<file path="src/verilog/coreParams.svh">
/*
 * Widths, MDU latencies and data address mask for the execute stage.
 * The delays must stay at 1 or more, and DIV_DELAY must be the larger one.
 */

`ifndef CORE_PARAMS_SVH
`define CORE_PARAMS_SVH

////////////////////////////////////////////////////////////////////////////
// datapath widths
////////////////////////////////////////////////////////////////////////////

`define WORD_WIDTH 32
`define REG_ADDR_WIDTH 5

////////////////////////////////////////////////////////////////////////////
// multiply/divide latency in cycles
////////////////////////////////////////////////////////////////////////////

`define MULT_DELAY 5
`define DIV_DELAY 10

// data memory is small, only the low bits of an address are kept
`define ADDR_MASK_BITS 14

`endif
</file>
<file path="src/verilog/corePkg.sv">
/*
 * Types shared by the execute stage. Opcodes and classes come from decode.
 * NOP, NONE and EXC_NONE are zero so that a cleared register is a bubble.
 */

`include "coreParams.svh"

package corePkg;

    typedef logic [`WORD_WIDTH-1:0]     word_t;
    typedef logic [2*`WORD_WIDTH-1:0]   dword_t;
    // register 0 always reads as zero
    typedef logic [`REG_ADDR_WIDTH-1:0] regAddr_t;

    typedef enum logic [5:0] {
        NOP = 6'd0,
        ADD, ADDU, ADDI, ADDIU, SUB, SUBU,
        AND, ANDI, OR, ORI, XOR, XORI, NOR, LUI,
        SLT, SLTI, SLTU, SLTIU,
        SLL, SRL, SRA, SLLV, SRLV, SRAV,
        CLO, CLZ,
        LW, SW,
        MULT, MULTU, DIV, DIVU,
        MADD, MADDU, MSUB, MSUBU,
        MTHI, MTLO, MFHI, MFLO
    } opcode_t;

    typedef enum logic [2:0] {
        NONE  = 3'd0,
        ALU_R,
        ALU_I,
        MEM_R,
        MEM_W,
        MD
    } iclass_t;

    // cause codes as in the MIPS cause register
    typedef enum logic [4:0] {
        EXC_NONE = 5'd0,
        EXC_ADEL = 5'd4,
        EXC_ADES = 5'd5,
        EXC_OV   = 5'd12,
        EXC_RI   = 5'd10
    } exc_t;

endpackage

</file>
<file path="src/verilog/operandSelect.sv">
/*
 * Forwarding from the M and W stages and ALU operand selection.
 * M has priority over W; register 0 is never forwarded.
 */

`timescale 1ns/1ps

module operandSelect (
    input  corePkg::opcode_t opcode,
    input  corePkg::iclass_t iclass,
    input  corePkg::regAddr_t addrRs,
    input  corePkg::regAddr_t addrRt,
    input  corePkg::word_t   dataRs,
    input  corePkg::word_t   dataRt,
    input  corePkg::word_t   extImm,
    input  corePkg::word_t   shamt,
    input  logic             fwdEnM,
    input  corePkg::regAddr_t fwdAddrM,
    input  corePkg::word_t   fwdDataM,
    input  logic             fwdEnW,
    input  corePkg::regAddr_t fwdAddrW,
    input  corePkg::word_t   fwdDataW,
    output corePkg::word_t   srcA,
    output corePkg::word_t   srcB,
    output corePkg::word_t   rtFwd
);
    import corePkg::*;

    word_t rsFwd;

    function automatic word_t forward(input regAddr_t addr, input word_t regData);
        if (fwdEnM && fwdAddrM != '0 && fwdAddrM == addr) begin
            return fwdDataM;
        end else if (fwdEnW && fwdAddrW != '0 && fwdAddrW == addr) begin
            return fwdDataW;
        end
        return regData;
    endfunction

    always_comb begin
        rsFwd = forward(addrRs, dataRs);
        rtFwd = forward(addrRt, dataRt);
    end

    // constant shifts take shamt, immediate forms take extImm
    assign srcA = (opcode inside {SLL, SRL, SRA}) ? shamt : rsFwd;
    assign srcB = (iclass inside {ALU_I, MEM_R, MEM_W}) ? extImm : rtFwd;

endmodule

</file>
<file path="config.mk">
export PLATFORM = sky130hd
export DESIGN_NAME = operandSelect
export DESIGN_NICKNAME = d
export VERILOG_FILES = /design/src/verilog/corePkg.sv /design/src/verilog/operandSelect.sv
export VERILOG_INCLUDE_DIRS = /design/src /design/src/verilog
export SDC_FILE = /design/constraint.sdc
export NUM_CORES = 1
export LEC_CHECK = 0
export ABC_AREA = 1
export BUFFER_PORTS_ARGS = -buffer_cell sky130_fd_sc_hd__buf_2
export CORE_AREA = 2 2 123 125
export DETAILED_ROUTE_END_ITERATION = 12
export DIE_AREA = 0 0 125 127
export PLACE_DENSITY = 0.51
export RECOVER_POWER = 100
export SLEW_MARGIN = 25
export SYNTH_ARGS = -nofsm -noshare
export SYNTH_HDL_FRONTEND = slang
export SYNTH_SLANG_ARGS = --single-unit
</file>
<file path="constraint.sdc">
create_clock -name vclk -period 7.5
set_input_delay 2.25 -clock vclk [all_inputs]
set_output_delay 2.25 -clock vclk [all_outputs]
set_load 0.05 [all_outputs]
</file>
==> results.yml, run 1 <==
hold_path:
  hold_path_class: "input pin to output port"
  hold_path_end: "srcA[2]"
  hold_depth: 4
  min-delay-start: "shamt[2]"
power_and_ir_drop:
  cellPowerDensity_nw_per_um2: 92.95
  leakage_nw: 3.115
  peakVddDrop_mv: 0.04755
  power.total_mw: 0.4331
setup_path:
  path_cells: "buf_2 > nor2_1 > nand3b_1 > nand2_1 > inv_2 > nand3_4 > nand2_1 > inv_2 > nand2_1 > nand2_1 > clkbuf_1"
  crit_type: "input pin to output port"
  crit_buf_inv: 4
  crit_slowest_cell: "inv_2"
  slowest_delay_ns: 0.53
  crit_family: "simple AND/OR/NAND/NOR gates"
  cp.arrival_ns: 4.72
  cp-start-kind: "input pin"
  worstPathRequired_ns: 5.25
  critPathCaptureType: "output port"
  cp_max_fo: 34
  critPathMostFrequentCell: "nand2_1"
final_layout:
  register_area_um2: 0
  drive_gt1_share_pct: 29.01
  diodes: 0
  fin_area_um2: 4659
  n_clock_buffer: 0
  area_growth_pct: 55.30
  nets: 1211
  fin_cells: 1170
  multiInputGateArea_um2: 2504
  fill_cells: 1795
  seq_cells: 0
logic_synthesis:
  synth.most_common_cell: "nand2_1"
  synth-simple-area-share_pct: 78.11
  synth_xor_area_share_pct: 4.671
  syn-num-nets: 922
  syn_inst: 699
  synth_compound_area_share_pct: 0.5838
  ys_warn_count: 0
  synthTopCellsByArea: "nand2_1 50%, nand3_1 17%, inv_1 9.6%"
  synth.top_cell.area_share_pct: 50.04
  ys_seq_area_share_pct: 0
  postSynthAreaPerCell_um2: 4.292
  synth.cell_area_um2: 3000
  synth_top_cell_by_area: "nand2_1"
  synth_adder_area_share_pct: 0
  synth_top_family_by_area: "simple AND/OR/NAND/NOR gates"
  synth_cell_types: 23
  muxShareOfSynthArea_pct: 0
  synthTopCellsByCount: "400 x nand2_1, 99 x nand3_1, 77 x inv_1, 33 x nand4_1, 22 x clkbuf_1"
global_routing:
  grt_overflow: 0
  grt_pass1_wl_um: 26480
  grt_use_total_pct: 20.37
  grt_pass1_vias: 5058
  antenna_found_initial: 0
  grt_start_max_net_pins: 35
timing:
  maxSlewViolCount: 0
  finalSetupTns_ns: 0
  slew_headroom_pct: 28.89
  tightest_slew_ns: 1.063
  fmax_mhz: 143.4
  hold_violations: 0
  min_period_over_period_pct: 93.00
  rsz0062_at_grt: "false"
  setup_viol: 0
  min_period_ns: 6.975
die:
  dieArea_um2: 15880
  num_io_pins: 319
  std_cell_rows: 44
  die_w_um: 125
  coreArea_um2: 14420
  initial_core_util_pct: 20.80
  die_h_um: 127
routing:
  vias: 5219
  drt-initial-drc-count: 226
  remaining_drc_errors: 0
  wire_per_inst_um: 15.06
  dr.pass1.iters: 4
  routed_wl_um: 17620
  met1Wirelength_um: 7102
  met3_length_um: 1304
  via_per_inst: 4.461
  wl_met2_um: 9012
  antenna_left: 0
  top_layer_used: "met4"
clock_tree:
  postCtsSetupBuffers: 0
  cts_hold_buffers: 0
  post_cts_resize_count: 0
run:
  max_cap_violations: 0
place:
  place_hpwl_um: 14520
  placedCellCount: 1170
  place.gp.congestion: 0.8551
  portBuffers: 319
  placed_cell_area_um2: 4733
status:
  status: "completed"
==> power breakdown <==
group / total (mW) / internal, mW / switching (mW) / leakage, nW
Clock: 0 / 0 / 0 / 0
Combinational: 0.433 / 0.113 / 0.321 / 3.12
Sequential: 0 / 0 / 0 / 0
==> metrics by stage <==
stage	util, %	hold slack [ns]	worst slack (ns)
after floorplan	-	4.778	1.360
after global placement	32.82	4.885	0.7287
after detailed placement	32.82	4.886	0.6862
after CTS	32.82	4.887	0.6878
after global routing	32.30	4.899	0.2556
final	32.30	4.887	0.5254
==> cells in the final DEF, fill, tap and decap left out, drive strengths merged <==
| master | instances |
|---|---|
| nand2 | 402 |
| buf | 277 |
| nand3 | 101 |
| inv | 80 |
| clkbuf | 55 |
| nand4 | 33 |
| nor2 | 15 |
| xor2 | 9 |
| xnor2 | 7 |
| nand3b | 2 |
| nor3 | 1 |
| o21bai | 1 |
| nor4 | 1 |
| o21ai | 1 |
| a21oi | 1 |
==> tightest hold or removal path, delay by kind of cell <==
family	cells	cell delay, ns
and+or+nand+nor	2	0.09
buffers and inverters	2	0.29
==> kinds of logic after synthesis <==
logic type / count (synthesis)
xor gates and xnor gates: 16
and+or+nand+nor: 555
AOI/OAI and AO/OA: 3
buffers and inverters: 125
==> layer usage <==
metal,up-vias,track usage (%)
met1,2241,24.29
met5,-,0
li1,2725,-
met3,12,2.764
met4,0,2.092
met2,241,39.90
==> layout make-up <==
| cell class | instances | area share [%] |
|---|---|---|
| Multi-Input combinational cell | 574 | 53.73 |
| Timing Repair Buffer | 332 | 34.88 |
| Inverter | 80 | 6.445 |
| Tap cell | 184 | 4.941 |
==> worst max path at each step <==
stage                startpoint         to  slack [ns]  cells past startpoint
floorplan           fwdAddrM[0]    srcB[0]        1.36                     10
global placement    fwdAddrM[0]   srcA[29]        0.73                     13
detailed placement  fwdAddrW[0]   srcA[29]        0.69                     13
CTS                 fwdAddrW[0]   srcA[29]        0.69                     13
global route        fwdAddrM[0]   rtFwd[8]        0.26                     11
finish              fwdAddrM[0]  rtFwd[14]        0.53                     11
No activity file was read; power rests on OpenSTA's default activity.
==> inputs of run 2 (changes only) <==
Settings changed: GPL_TIMING_DRIVEN set to 0.
==> run 2 against run 1 <==
Against the previous run: setup slack better by 0.13 ns; global-route usage barely moved; critical endpoint is now rtFwd[2]; clock-buffer cell count unchanged; via count is 1.4% higher; fmax grew 1.9%.
==> results.yml, run 2 (same netlist as run 1, synthesis figures left out) <==
timing:
  min_period_over_period_pct: 91.24
  hold_ws_ns: 4.886
  worst_slack_ns: 0.6566
  slew_headroom_pct: 52.72
  maxSlewViolCount: 0
  rsz0062_at_grt: "false"
  tightest_slew_ns: 0.7066
  fmax_mhz: 146.1
  hold_violations: 0
  setup_viol: 0
  min_period_ns: 6.843
  finalSetupTns_ns: 0
power_and_ir_drop:
  p_clk_share_pct: 0
  leakage_nw: 3.239
  p_sw_mw: 0.3208
  p_seq_share_pct: 0
  power_frac_comb_pct: 100.0
  switching_share_pct: 73.20
  power.internal_mw: 0.1175
  peakVddDrop_mv: 0.04917
  cellPowerDensity_nw_per_um2: 91.71
routing:
  antenna_left: 0
  wire_per_inst_um: 14.73
  via_per_inst: 4.404
  remaining_drc_errors: 0
  routed_wl_um: 17710
  dr.pass1.iters: 4
  vias: 5294
  drt-initial-drc-count: 254
status:
  status: "completed"
setup_path:
  worstPathRequired_ns: 5.25
  critPathCaptureType: "output port"
  cp-startpoint: "fwdAddrM[0]"
  endpoint: "rtFwd[2]"
  cp.arrival_ns: 4.59
  cp-start-kind: "input pin"
  cp_max_fo: 10
  crit_type: "input pin to output port"
die:
  dieArea_um2: 15880
  die_w_um: 125
  die_h_um: 127
  coreArea_um2: 14420
  std_cell_rows: 44
  num_io_pins: 319
  initial_core_util_pct: 20.80
final_layout:
  area_growth_pct: 59.30
  layout_commonest_cell: "nand2_1"
  seq_cells: 0
  drive_gt1_share_pct: 31.24
  n_clock_buffer: 0
  register_area_um2: 0
  nets: 1243
  final_cell_mix: "400 x nand2_1, 308 x buf_2, 100 x nand3_1, 77 x inv_1, 48 x clkbuf_1"
  diodes: 0
place:
  portBuffers: 319
  dp_slack_ns: 0.9401
  place.gp.congestion: 0.8932
  place_hpwl_um: 15250
hold_path:
  hold_path_class: "input pin to output port"
clock_tree:
  cts_hold_buffers: 0
  postCtsSetupBuffers: 0
  post_cts_resize_count: 0
global_routing:
  grt_overflow: 0
  grt_pass1_wl_um: 26460
  antenna_found_initial: 1
  grt_start_max_net_pins: 11
  grt_use_total_pct: 20.37
  grt_pass1_vias: 5069
run:
  max_cap_violations: 0
[run 2: changes by cell type in the layout (fill, tap and decap cells not counted)]
cell / delta
clkbuf_1: -7
buf_4: -10
nor2_4: -2
nand3_1: +1
buf_2: +44
nand2_2: +1
nand3_2: -1
buf_1: +5
nand2_1: -1
nor2_1: +2
[run 2: worst min path at each step]
stage,startpoint,end,slack [ns],cells past startpoint
after floorplan,shamt[30],srcA[30],4.78,2
after global placement,shamt[4],srcA[4],4.89,4
after detailed placement,shamt[9],srcA[9],4.89,4
after CTS,shamt[1],srcA[1],4.89,4
after global routing,extImm[3],srcB[3],4.90,4
final,shamt[1],srcA[1],4.89,4
[run 2: cell type report]
cell class	instances	area (um^2)
plain buffers	45	197.7
repair buffers	319	1565
fillers	1817	9644
inverters	80	300.3
multi-input cells	574	2486
well taps	184	230.2
[run 2: per-stage QoR]
stage          utilization [%]  total power, mW  cells  area [um^2]
6_report                 33.14           0.4383   1202         4780
5_1_grt                  33.14           0.4730   1202         4780
4_1_cts                  33.47           0.4455   1202         4827
3_5_place_dp             33.47           0.4441   1202         4827
3_3_place_gp             33.47           0.4432   1202         4827
2_1_floorplan                -           0.2969    699         3000
[run 2: worst max-delay path, cell delays in order]
cell and delay, ns:
buf_2 0.13, xnor2_1 0.15, nand2_1 0.07, nor2_1 0.54, nand3_4 0.25, nand2_2 0.18
buf_2 0.23, nand3_1 0.12, nand2_1 0.17, clkbuf_1 0.49
[run 2: power by group through the flow]
stage / logic [mW] / clock network [mW] / registers, mW
detailed placement: 0.444 / 0 / 0
CTS: 0.445 / 0 / 0
finish: 0.438 / 0 / 0
global route: 0.473 / 0 / 0
floorplan: 0.297 / 0 / 0
global placement: 0.443 / 0 / 0
[run 2: per-layer routing]
metal  wire length [um]  track usage [%]
met4                231            2.418
met5                  7                0
met2               8882            39.48
met1               7313            24.29
met3               1273            3.141
